<file path="config.mk">
export PLATFORM = sky130hd
export DESIGN_NAME = mshr_top
export DESIGN_NICKNAME = d
export VERILOG_FILES = /design/src/mshr_cfg_pkg.sv /design/src/mshr_types_pkg.sv /design/src/mshr_entry_table.sv /design/src/mshr_alloc.sv /design/src/mshr_issue.sv /design/src/mshr_search.sv /design/src/mshr_retire.sv /design/src/mshr_top.sv
export SDC_FILE = /design/constraint.sdc
export NUM_CORES = 2
export LEC_CHECK = 0
export BUFFER_PORTS_ARGS = -buffer_cell sky130_fd_sc_hd__buf_2
export CAP_MARGIN = 20
export CORE_ASPECT_RATIO = 1.75
export CORE_UTILIZATION = 25
export DETAILED_ROUTE_END_ITERATION = 10
export MAX_ROUTING_LAYER = met4
export PLACE_DENSITY = 0.42
export SLEW_MARGIN = 10
export SYNTH_ARGS = -nofsm -noshare
export SYNTH_HDL_FRONTEND = slang
export SYNTH_SLANG_ARGS = --single-unit
</file>
<file path="constraint.sdc">
create_clock -name clock -period 28.4 [get_ports clock]
set_input_delay 8.52 -clock clock [delete_from_list [all_inputs] [get_ports clock]]
set_output_delay 8.52 -clock clock [all_outputs]
set_load 0.03 [all_outputs]
</file>
<file path="src/mshr_cfg_pkg.sv">
`default_nettype none

package mshr_cfg_pkg;

  // queue geometry
  localparam int mshr_depth = 8;
  localparam int mshr_lanes = 2;
  localparam int idx_width  = $clog2(mshr_depth);

  // bus widths
  localparam int addr_width = 32;
  localparam int data_width = 64;
  localparam int tag_width  = 4;

  // position in the circular entry table
  typedef logic [idx_width-1:0] mshr_idx_t;

  // cache line address and line payload
  typedef logic [addr_width-1:0] mshr_addr_t;
  typedef logic [data_width-1:0] mshr_data_t;

  // split-transaction tag where zero means no transaction
  typedef logic [tag_width-1:0] mem_tag_t;

endpackage

`default_nettype wire

</file>
<file path="src/mshr_types_pkg.sv">
`default_nettype none

package mshr_types_pkg;

  import mshr_cfg_pkg::*;

  // memory bus command
  typedef enum logic [1:0] {
    bus_none  = 2'd0,
    bus_load  = 2'd1,
    bus_store = 2'd2
  } bus_command_e;

  // per-entry progress through memory
  typedef enum logic [1:0] {
    waiting     = 2'd0,
    in_progress = 2'd1,
    done        = 2'd2
  } entry_state_e;

  typedef struct packed {
    logic         valid;
    mshr_addr_t   addr;
    mshr_data_t   data;
    bus_command_e command;
    entry_state_e state;
    mem_tag_t     tag;
  } mshr_entry_t;

  // one miss lane from the cache
  typedef struct packed {
    logic         en;
    mshr_addr_t   addr;
    mshr_data_t   data;
    bus_command_e command;
  } miss_req_t;

  typedef struct packed {
    bus_command_e command;
    mshr_addr_t   addr;
    mshr_data_t   data;
  } mem_req_t;

  // rsp_tag accepts the current request, cmp_tag names a finished load
  typedef struct packed {
    mem_tag_t   rsp_tag;
    mem_tag_t   cmp_tag;
    mshr_data_t data;
  } mem_rsp_t;

  typedef struct packed {
    logic       valid;
    mshr_addr_t addr;
    mshr_data_t data;
  } fill_t;

  typedef struct packed {
    logic       en;
    mshr_addr_t addr;
  } search_req_t;

  typedef struct packed {
    logic       hit;
    logic       forward;
    mshr_data_t data;
  } search_rsp_t;

  // table write produced by the allocator
  typedef struct packed {
    logic        en;
    mshr_idx_t   idx;
    mshr_entry_t entry;
  } alloc_write_t;

endpackage

`default_nettype wire

</file>
<file path="src/mshr_entry_table.sv">
`timescale 1ns/1ps
`default_nettype none

module mshr_entry_table (
  input  logic                                                    clock,
  input  logic                                                    reset,
  input  mshr_types_pkg::alloc_write_t [mshr_cfg_pkg::mshr_lanes-1:0] alloc_wr,
  input  logic                                                    issue_accept,
  input  mshr_cfg_pkg::mshr_idx_t                                 issue_idx,
  input  mshr_types_pkg::mem_rsp_t                                mem_rsp,
  input  logic                                                    retire_clear,
  input  mshr_cfg_pkg::mshr_idx_t                                 retire_idx,
  output mshr_types_pkg::mshr_entry_t [mshr_cfg_pkg::mshr_depth-1:0] entries,
  output logic [mshr_cfg_pkg::mshr_depth-1:0]                     valid_vec
);

  import mshr_cfg_pkg::*;
  import mshr_types_pkg::*;

  mshr_entry_t [mshr_depth-1:0] entries_next;

  always_comb begin
    for (int i = 0; i < mshr_depth; i++) begin
      valid_vec[i] = entries[i].valid;
    end
  end

  always_comb begin
    entries_next = entries;

    // load data comes back in any order and is matched by tag
    for (int i = 0; i < mshr_depth; i++) begin
      if (entries[i].valid && entries[i].state == in_progress &&
          mem_rsp.cmp_tag != '0 && entries[i].tag == mem_rsp.cmp_tag) begin
        entries_next[i].state = done;
        entries_next[i].data  = mem_rsp.data;
      end
    end

    // request taken by memory
    if (issue_accept) begin
      if (entries[issue_idx].command == bus_load) begin
        entries_next[issue_idx].state = in_progress;
        entries_next[issue_idx].tag   = mem_rsp.rsp_tag;
      end else begin
        // evictions need no reply
        entries_next[issue_idx].state = done;
      end
    end

    if (retire_clear) begin
      entries_next[retire_idx].valid = 1'b0;
    end

    // new misses land in free slots only
    for (int l = 0; l < mshr_lanes; l++) begin
      if (alloc_wr[l].en) begin
        entries_next[alloc_wr[l].idx] = alloc_wr[l].entry;
      end
    end
  end

  always_ff @(posedge clock) begin
    if (reset) begin
      for (int i = 0; i < mshr_depth; i++) begin
        entries[i].valid <= 1'b0;
        entries[i].state <= waiting;
      end
    end else begin
      entries <= entries_next;
    end
  end

endmodule

`default_nettype wire

</file>
<file path="src/mshr_alloc.sv">
`timescale 1ns/1ps
`default_nettype none

module mshr_alloc (
  input  logic                                                    clock,
  input  logic                                                    reset,
  input  mshr_types_pkg::miss_req_t [mshr_cfg_pkg::mshr_lanes-1:0]  miss,
  input  logic [mshr_cfg_pkg::mshr_depth-1:0]                     valid_vec,
  output mshr_types_pkg::alloc_write_t [mshr_cfg_pkg::mshr_lanes-1:0] alloc_wr,
  output logic                                                    ready
);

  import mshr_cfg_pkg::*;
  import mshr_types_pkg::*;

  mshr_idx_t tail_q;
  mshr_idx_t offset;
  mshr_idx_t slot;

  function automatic mshr_entry_t new_entry(input miss_req_t m);
    mshr_entry_t e;
    e.valid   = 1'b1;
    e.addr    = m.addr;
    e.data    = m.data;
    e.command = m.command;
    e.state   = waiting;
    e.tag     = '0;
    return e;
  endfunction

  // pack enabled lanes into consecutive slots from the tail
  always_comb begin
    offset = '0;
    for (int l = 0; l < mshr_lanes; l++) begin
      alloc_wr[l].en    = miss[l].en;
      alloc_wr[l].idx   = tail_q + offset;
      alloc_wr[l].entry = new_entry(miss[l]);
      if (miss[l].en) begin
        offset = offset + 1'b1;
      end
    end
  end

  // room for a full set of lanes at the tail
  always_comb begin
    ready = 1'b1;
    for (int l = 0; l < mshr_lanes; l++) begin
      slot = tail_q + mshr_idx_t'(l);
      if (valid_vec[slot]) begin
        ready = 1'b0;
      end
    end
  end

  always_ff @(posedge clock) begin
    if (reset) begin
      tail_q <= '0;
    end else begin
      tail_q <= tail_q + offset;
    end
  end

  // the cache must hold its misses while the queue is full
  a_miss_needs_ready: assert property (
    @(posedge clock) disable iff (reset)
    (|{miss[1].en, miss[0].en}) |-> ready
  ) else $error("miss enabled while ready is low");

endmodule

`default_nettype wire

</file>
<file path="src/mshr_issue.sv">
`timescale 1ns/1ps
`default_nettype none

module mshr_issue (
  input  logic                                                    clock,
  input  logic                                                    reset,
  input  mshr_types_pkg::mshr_entry_t [mshr_cfg_pkg::mshr_depth-1:0] entries,
  input  mshr_types_pkg::mem_rsp_t                                mem_rsp,
  output mshr_types_pkg::mem_req_t                                mem_req,
  output logic                                                    issue_accept,
  output mshr_cfg_pkg::mshr_idx_t                                 issue_idx
);

  import mshr_cfg_pkg::*;
  import mshr_types_pkg::*;

  mshr_idx_t   head_q;
  mshr_entry_t head_entry;
  logic        req_valid;

  assign head_entry = entries[head_q];

  // oldest entry not yet sent
  assign req_valid = head_entry.valid && head_entry.state == waiting;

  assign mem_req.command = req_valid ? head_entry.command : bus_none;
  assign mem_req.addr    = head_entry.addr;
  assign mem_req.data    = head_entry.data;

  // nonzero response tag means memory took it
  assign issue_accept = req_valid && mem_rsp.rsp_tag != '0;
  assign issue_idx    = head_q;

  always_ff @(posedge clock) begin
    if (reset) begin
      head_q <= '0;
    end else if (issue_accept) begin
      head_q <= head_q + 1'b1;
    end
  end

  // stalled request must not change under memory
  a_req_stable: assert property (
    @(posedge clock) disable iff (reset)
    (mem_req.command != bus_none && mem_rsp.rsp_tag == '0) |=> $stable(mem_req)
  ) else $error("mem_req changed while stalled");

endmodule

`default_nettype wire

</file>
<file path="src/mshr_search.sv">
`timescale 1ns/1ps
`default_nettype none

module mshr_search (
  input  mshr_types_pkg::mshr_entry_t [mshr_cfg_pkg::mshr_depth-1:0] entries,
  input  mshr_cfg_pkg::mshr_idx_t                                 retire_idx,
  input  mshr_types_pkg::search_req_t                             search_req,
  output mshr_types_pkg::search_rsp_t                             search_rsp
);

  import mshr_cfg_pkg::*;
  import mshr_types_pkg::*;

  mshr_idx_t idx;
  mshr_idx_t oldest;
  logic      found;

  // walk from the writeback head so the first match is the oldest
  always_comb begin
    found  = 1'b0;
    oldest = retire_idx;
    for (int i = 0; i < mshr_depth; i++) begin
      idx = retire_idx + mshr_idx_t'(i);
      if (!found && entries[idx].valid && entries[idx].addr == search_req.addr) begin
        found  = 1'b1;
        oldest = idx;
      end
    end
  end

  always_comb begin
    search_rsp.hit     = search_req.en && found;
    // a pending eviction still holds the newest copy of the line
    search_rsp.forward = search_rsp.hit && entries[oldest].command == bus_store;
    search_rsp.data    = search_rsp.forward ? entries[oldest].data : '0;
  end

endmodule

`default_nettype wire

</file>
<file path="src/mshr_retire.sv">
`timescale 1ns/1ps
`default_nettype none

module mshr_retire (
  input  logic                                                    clock,
  input  logic                                                    reset,
  input  mshr_types_pkg::mshr_entry_t [mshr_cfg_pkg::mshr_depth-1:0] entries,
  input  logic                                                    fill_accept,
  output mshr_types_pkg::fill_t                                   fill,
  output logic                                                    retire_clear,
  output mshr_cfg_pkg::mshr_idx_t                                 retire_idx
);

  import mshr_cfg_pkg::*;
  import mshr_types_pkg::*;

  mshr_idx_t   wb_q;
  mshr_entry_t wb_entry;
  logic        wb_done;

  assign wb_entry = entries[wb_q];
  assign wb_done  = wb_entry.valid && wb_entry.state == done;

  // only loads return a line to the cache
  assign fill.valid = wb_done && wb_entry.command == bus_load;
  assign fill.addr  = wb_entry.addr;
  assign fill.data  = wb_entry.data;

  // evictions leave without waiting on the cache
  assign retire_clear = wb_done && (wb_entry.command != bus_load || fill_accept);
  assign retire_idx   = wb_q;

  always_ff @(posedge clock) begin
    if (reset) begin
      wb_q <= '0;
    end else if (retire_clear) begin
      wb_q <= wb_q + 1'b1;
    end
  end

  a_fill_stable: assert property (
    @(posedge clock) disable iff (reset)
    (fill.valid && !fill_accept) |=> (fill.valid && $stable(fill))
  ) else $error("fill dropped or changed before accept");

endmodule

`default_nettype wire

</file>
<file path="src/mshr_top.sv">
`timescale 1ns/1ps
`default_nettype none

module mshr_top (
  input  logic                                                    clock,
  input  logic                                                    reset,
  input  mshr_types_pkg::miss_req_t [mshr_cfg_pkg::mshr_lanes-1:0]  miss,
  input  mshr_types_pkg::mem_rsp_t                                mem_rsp,
  input  mshr_types_pkg::search_req_t                             search_req,
  input  logic                                                    fill_accept,
  output logic                                                    ready,
  output mshr_types_pkg::mem_req_t                                mem_req,
  output mshr_types_pkg::fill_t                                   fill,
  output mshr_types_pkg::search_rsp_t                             search_rsp,
  output logic                                                    empty
);

  import mshr_cfg_pkg::*;
  import mshr_types_pkg::*;

  mshr_entry_t [mshr_depth-1:0]  entries;
  logic [mshr_depth-1:0]         valid_vec;
  alloc_write_t [mshr_lanes-1:0] alloc_wr;
  logic                          issue_accept;
  mshr_idx_t                     issue_idx;
  logic                          retire_clear;
  mshr_idx_t                     retire_idx;

  assign empty = ~|valid_vec;

  mshr_entry_table u_table (
    .clock        (clock),
    .reset        (reset),
    .alloc_wr     (alloc_wr),
    .issue_accept (issue_accept),
    .issue_idx    (issue_idx),
    .mem_rsp      (mem_rsp),
    .retire_clear (retire_clear),
    .retire_idx   (retire_idx),
    .entries      (entries),
    .valid_vec    (valid_vec)
  );

  // miss lanes into table writes
  mshr_alloc u_alloc (
    .clock     (clock),
    .reset     (reset),
    .miss      (miss),
    .valid_vec (valid_vec),
    .alloc_wr  (alloc_wr),
    .ready     (ready)
  );

  mshr_issue u_issue (
    .clock        (clock),
    .reset        (reset),
    .entries      (entries),
    .mem_rsp      (mem_rsp),
    .mem_req      (mem_req),
    .issue_accept (issue_accept),
    .issue_idx    (issue_idx)
  );

  // fills back to the cache
  mshr_retire u_retire (
    .clock        (clock),
    .reset        (reset),
    .entries      (entries),
    .fill_accept  (fill_accept),
    .fill         (fill),
    .retire_clear (retire_clear),
    .retire_idx   (retire_idx)
  );

  mshr_search u_search (
    .entries    (entries),
    .retire_idx (retire_idx),
    .search_req (search_req),
    .search_rsp (search_rsp)
  );

endmodule

`default_nettype wire

</file>
**After elaboration in Yosys (flattened, before gate mapping)**

Cells that the tools add are included.

- Input port bits: 306
- Bits in registers: 849
- Output and inout port bits: 263

- Reduce and logical (&&, ||, !) cells: 63
- $lt $le $gt $ge: 17
- Add/sub/neg operators: 12
- Eq/ne operators: 29
- Muxes and demuxes: 82

Operators by type and width:

| cell | count |
|---|---|
| 840-bit bitwise mux | 6 |
| 840-bit 2-to-1 mux | 5 |
| 105-bit binary-select mux with 3-bit select | 10 |
| 105-bit demux with 3-bit select | 5 |
| 105-bit 2-to-1 mux | 12 |
| 64-bit 2-to-1 mux | 9 |
| 32-bit == test | 8 |
| 72-bit 2-to-1 mux | 1 |
| 3-bit by 4-bit less-than comparator with 1-bit output (second input constant) | 13 |
| 1-bit logical AND | 50 |
| 4-bit == test | 8 |
| 3-bit 2-to-1 mux | 8 |
| 2-bit by 1-bit == test with 1-bit output (second input constant) | 10 |
| 2-bit 2-to-1 mux | 9 |
| 1-bit 2-to-1 mux | 13 |
| 3-bit adder (second input constant) | 4 |
| 3-bit by 1-bit greater-or-equal comparator with 1-bit output (second input constant) | 4 |
| 3-bit by 1-bit adder with 3-bit output (second input constant) | 3 |
| 1-bit logical NOT | 8 |
| 4-bit nonzero test | 2 |
| 8-bit OR reduction | 1 |
| 3-bit by 2-bit adder with 3-bit output (second input constant) | 2 |
| 1-bit binary-select mux with 3-bit select | 2 |
| 6-bit 2-to-1 mux | 1 |
| 8 further kinds | 9 |

**Logic depth before layout (Yosys ltp)**

- Depth after elaboration: 38
- Depth in mapped cells: 28
- Depth with buffers taken out: 16

**By module**

A second synthesis with hierarchy kept.

- Cell total of the unflattened synthesis: 8249
- Area total of the unflattened synthesis: 83976.8 sq um

By module, submodules not included:

| module | area an instance (sq um) | cells an instance | sequential area each (sq um) | instances |
|---|---|---|---|---|
| mshr_entry_table | 46251.9 | 4497 | 24984.0 | 1 |
| mshr_search | 23532.6 | 2532 | 0.0 | 1 |
| mshr_retire | 6142.1 | 593 | 60.1 | 1 |
| mshr_issue | 6052.1 | 383 | 60.1 | 1 |
| mshr_alloc | 1979.4 | 241 | 60.1 | 1 |
| mshr_top | 18.8 | 3 | 0.0 | 1 |

**Worst setup path after synthesis**

No wires, ideal clock.

- Kind: input port to flip-flop
- Start point: input port reset
- End point: register, netlist name u_table.entries[0]
- Data arrival time: 24.500 ns
- Setup slack: 2.747 ns
- Cell stages on the path: 3
- Path buffers: 2
- Data required time: 27.247 ns
- Cell sequence: clkbuf_1 clkbuf_1 inv_1

RTL lines:

| what | RTL line | RTL |
|---|---|---|
| start, declared | mshr_top.sv:6 | `input logic reset,` |

No word-level cell between the ends.

==> summary.md <==
| Metric | Value |
|---|---|
| Crit Path Class | `in -> out` |
| Failing checks | `slew limit` |
| Initial Utilization | `25.2%` |
| Top Usage Layer GRT | `met2` |
| Mean cell area of the mapped netlist | `9.23 um^2` |
| Top post-synthesis cells by count | `nand2_1 (1488), mux2i_1 (1443), o21ai_0 (1162)` |
| Crit path arrival time | `15560 ps` |
| Crit-path max cell delay | `920 ps` |
| Final Skew | `43.2 ps` |
| Antenna Violating Nets Remaining | `0` |
| Max-slew violations | `24` |
| Die W | `427 um` |
| Setup TNS | `0 ps` |
| Max-cap violations | `0` |
| Cells along the critical path | `buf_2 > inv_1 > or3_1 > mux2i_1 > a2111oi_0 > nand4_1 > or3_1 > nor4_2 > nor3_1 > nor3b_1 > or3b_1 > o211ai_4 > buf_4 > buf_4 > mux2i_1 > mux2i_1 > nor3_2 > buf_2` |
| Pwr Total | `5.59 mW` |
| Clock Tree Buf Depth | `3` |
| Syn Std Cell Area | `0.0789 mm^2` |
| Post-synth EDFFs | `816` |
| VDD IR max | `0.0486 mV` |
| Crit start category | `input port` |
| Final hold vios | `0` |
| Post-synthesis async set-or-reset flop share | `0%` |
| CTS tree | `done` |
| Yosys Warn Count | `0` |
| Cts repair resizes | `0` |
| Port Buffers | `568` |
| Clock slew at reported path FFs | `60 ps` |
| Sequential area share after synthesis | `31.9%` |
| Via Count | `74200` |
| Largest net degree at the start of global routing | `162` |
| Final #Nets | `8765` |
| GR Util met1 | `30.4%` |
| Post-layout minimum cycle time | `24080 ps` |
| Pwr per Cell Area | `63.5 mW/mm^2` |
| Most frequent CP cell | `mux2i_1` |
| TritonCTS Buffers | `102` |
| Min-Delay Path Class | `reg -> reg` |
| Die Ht | `745 um` |
| Post-DR vias/cell | `5.83` |
| Top FF cell, synth | `edfxtp_1` |
| Synth top area share | `31.0%` |
| Tcrit/Tclk final | `84.8%` |
| Site row count | `272` |
| Least-Margin Pin Slew | `1600 ps` |
| Post-Route WL | `465000 um` |
| Initial DRC Count | `8569` |
| Relative slew slack | `-6.94%` |
| Crit path depth | `18` |
| Clk root buf | `clkbuf_16` |
| Area grow syn2layout | `11.6%` |
| Dominant cell type by area after synthesis | `edfxtp_1` |
| Global-route met2 utilization | `48.7%` |
| Leakage power | `33.2 nW` |
| Worst path slowest cell | `a2111oi_0` |
| Initial antenna violation count | `140` |
| Outcome | `finished, violations left` |
| Gr ovfl total | `0` |
| Count leader, synth | `nand2_1` |
| Placed instance area | `0.0845 mm^2` |
| Final design area excluding fillers | `0.0881 mm^2` |
| H-tree levels | `3` |
| FF-to-FF setup slack | `23270 ps` |
| IO Pins | `569` |
| Detailed-route wire length per cell | `36.5 um` |
| Reg2reg path depth | `9` |
| F_max | `0.0415 GHz` |
| Layout cells sized above 1 | `17.4%` |
| # DRC | `0` |
| Unrepaired setup endpoints after global routing | `false` |
| Synth area leaders | `edfxtp_1 (31%), mux2i_1 (18%), mux4_2 (11%), o21ai_0 (7.4%), nand2_1 (7.1%)` |
| Post-DP HPWL | `315000 um` |
| Die area | `0.318 mm^2` |
| Endpoints failing setup | `0` |
| Crit path max fanout | `44` |
| Top delay family on crit path | `simple AND/OR/NAND/NOR gates` |
| Syn nets | `8868` |
| GR Util met3 | `5.92%` |
| WP buf/inv | `5` |
| GPL Wtd Cong | `1.07` |
| Core box area | `0.314 mm^2` |
| CTS sink count | `849` |
| Mapped Cells | `8549` |
| Vias in the first global route | `71300` |
| Hold buffer count at CTS | `0` |
| Worst EP required | `19880 ps` |
| Setup Fix Bufs, Post-CTS | `0` |
| First-pass GRT wire length | `630000 um` |
| Iteration count of the initial detailed-routing pass | `7` |
| Type of element capturing the critical path | `output port` |
| All-layer global routing usage | `29.2%` |
| WHS Path Cells | `2` |
| Synth cell types | `93` |
| Worst-Skew Late Latency | `800 ps` |
| Synth Register Bits | `849` |
-- power by group --
part	switching (mW)	internal (mW)
clock	0.647	0.761
sequential	0.249	1.61
combinational	1.59	0.728
total	2.49	3.10
-- through the flow --
stage               cells  hold WS [ps]  setup slack [ps]  util (%)
floorplan            8549           476              2750         -
finish              12700           526              4320      28.1
CTS                 12600           513              4410      28.0
global route        12700           532              4220      28.1
global placement    12400           488              4490      26.9
detailed placement  12500           507              4420      26.9
-- worst reg2reg max path: stages (launching register included) --
cell,delay (ps)
dfxtp_1,810
and3_4,1020
buf_4,840
a22oi_1,210
and4_1,290
nand2b_1,220
or3_1,450
nor3_1,700
mux2i_1,280
nor2_1,60
-- routing by layer --
layer  vias up  wire length [um]
li1      31900                 -
met5         -                 0
met1     37100            161000
met2      4131            231000
met3      1144             34400
met4         0             38300
-- worst paths after layout --
kind / from / end
worst min register to register: u_table.entries[5]$_SDFF_PP0_ / u_table.entries[5]$_SDFF_PP0_
worst max-delay path: search_req[16] / search_rsp[47]
worst max register to register: u_issue.issue_idx[0]$_SDFFE_PP0P_ / u_table.entries[1]$_DFFE_PN_
worst min-delay path: u_table.entries[5]$_SDFF_PP0_ / u_table.entries[5]$_SDFF_PP0_
-- state kept, by name (all words and copies together), names as in the netlist --
signal	cells
u_alloc.tail_q	3
u_issue.issue_idx	3
u_table.entries	840
u_retire.retire_idx	3
-- area by class of cell --
| cell class | count | area, um^2 |
|---|---|---|
| fill | 33300 | 226000 |
| multi-input combinational | 6671 | 49400 |
| sequential | 849 | 25200 |
| tap | 4110 | 5140 |
| timing repair buffer | 757 | 4530 |
| clock buffer | 126 | 2720 |
| clock inverter | 60 | 598 |
| inverter | 65 | 258 |
| antenna | 93 | 233 |
-- kinds of logic (layout without fill, tap and decap cells) --
| kind of cell | after synthesis | in the layout | synth area share [%] |
|---|---|---|---|
| AND/OR/NAND/NOR | 2436 | 2436 | 13.6 |
| other | 0 | 93 | 0 |
| multiplexers | 1887 | 1887 | 30.1 |
| flip-flops | 849 | 849 | 31.9 |
| buffers and inverters | 1029 | 1008 | 5.86 |
| XOR/XNOR | 226 | 226 | 2.57 |
| AO/OA/AOI/OAI | 2109 | 2109 | 15.7 |
| adder cells (fa/ha/maj) | 13 | 13 | 0.216 |
-- cell usage in the layout (no fill, tap or decap), types with 30 or more instances in the layout --
| cell type | n |
|---|---|
| nor3_1 | 64 |
| buf_2 | 569 |
| nand3_1 | 94 |
| nand2_1 | 1487 |
| nor4_1 | 35 |
| clkbuf_16 | 105 |
| nor3_2 | 59 |
| buf_4 | 163 |
| dfxtp_1 | 30 |
| xor2_1 | 51 |
| a22oi_1 | 435 |
| xnor2_1 | 167 |
| mux2i_1 | 1438 |
| o22ai_1 | 45 |
| nor2_1 | 355 |
| mux4_2 | 384 |
| a21oi_1 | 268 |
| nand4_1 | 140 |
| mux2_2 | 56 |
| diode_2 | 93 |
| edfxtp_1 | 816 |
| inv_1 | 49 |
| o21ai_0 | 1161 |
Power figures use the tool's default switching activity.
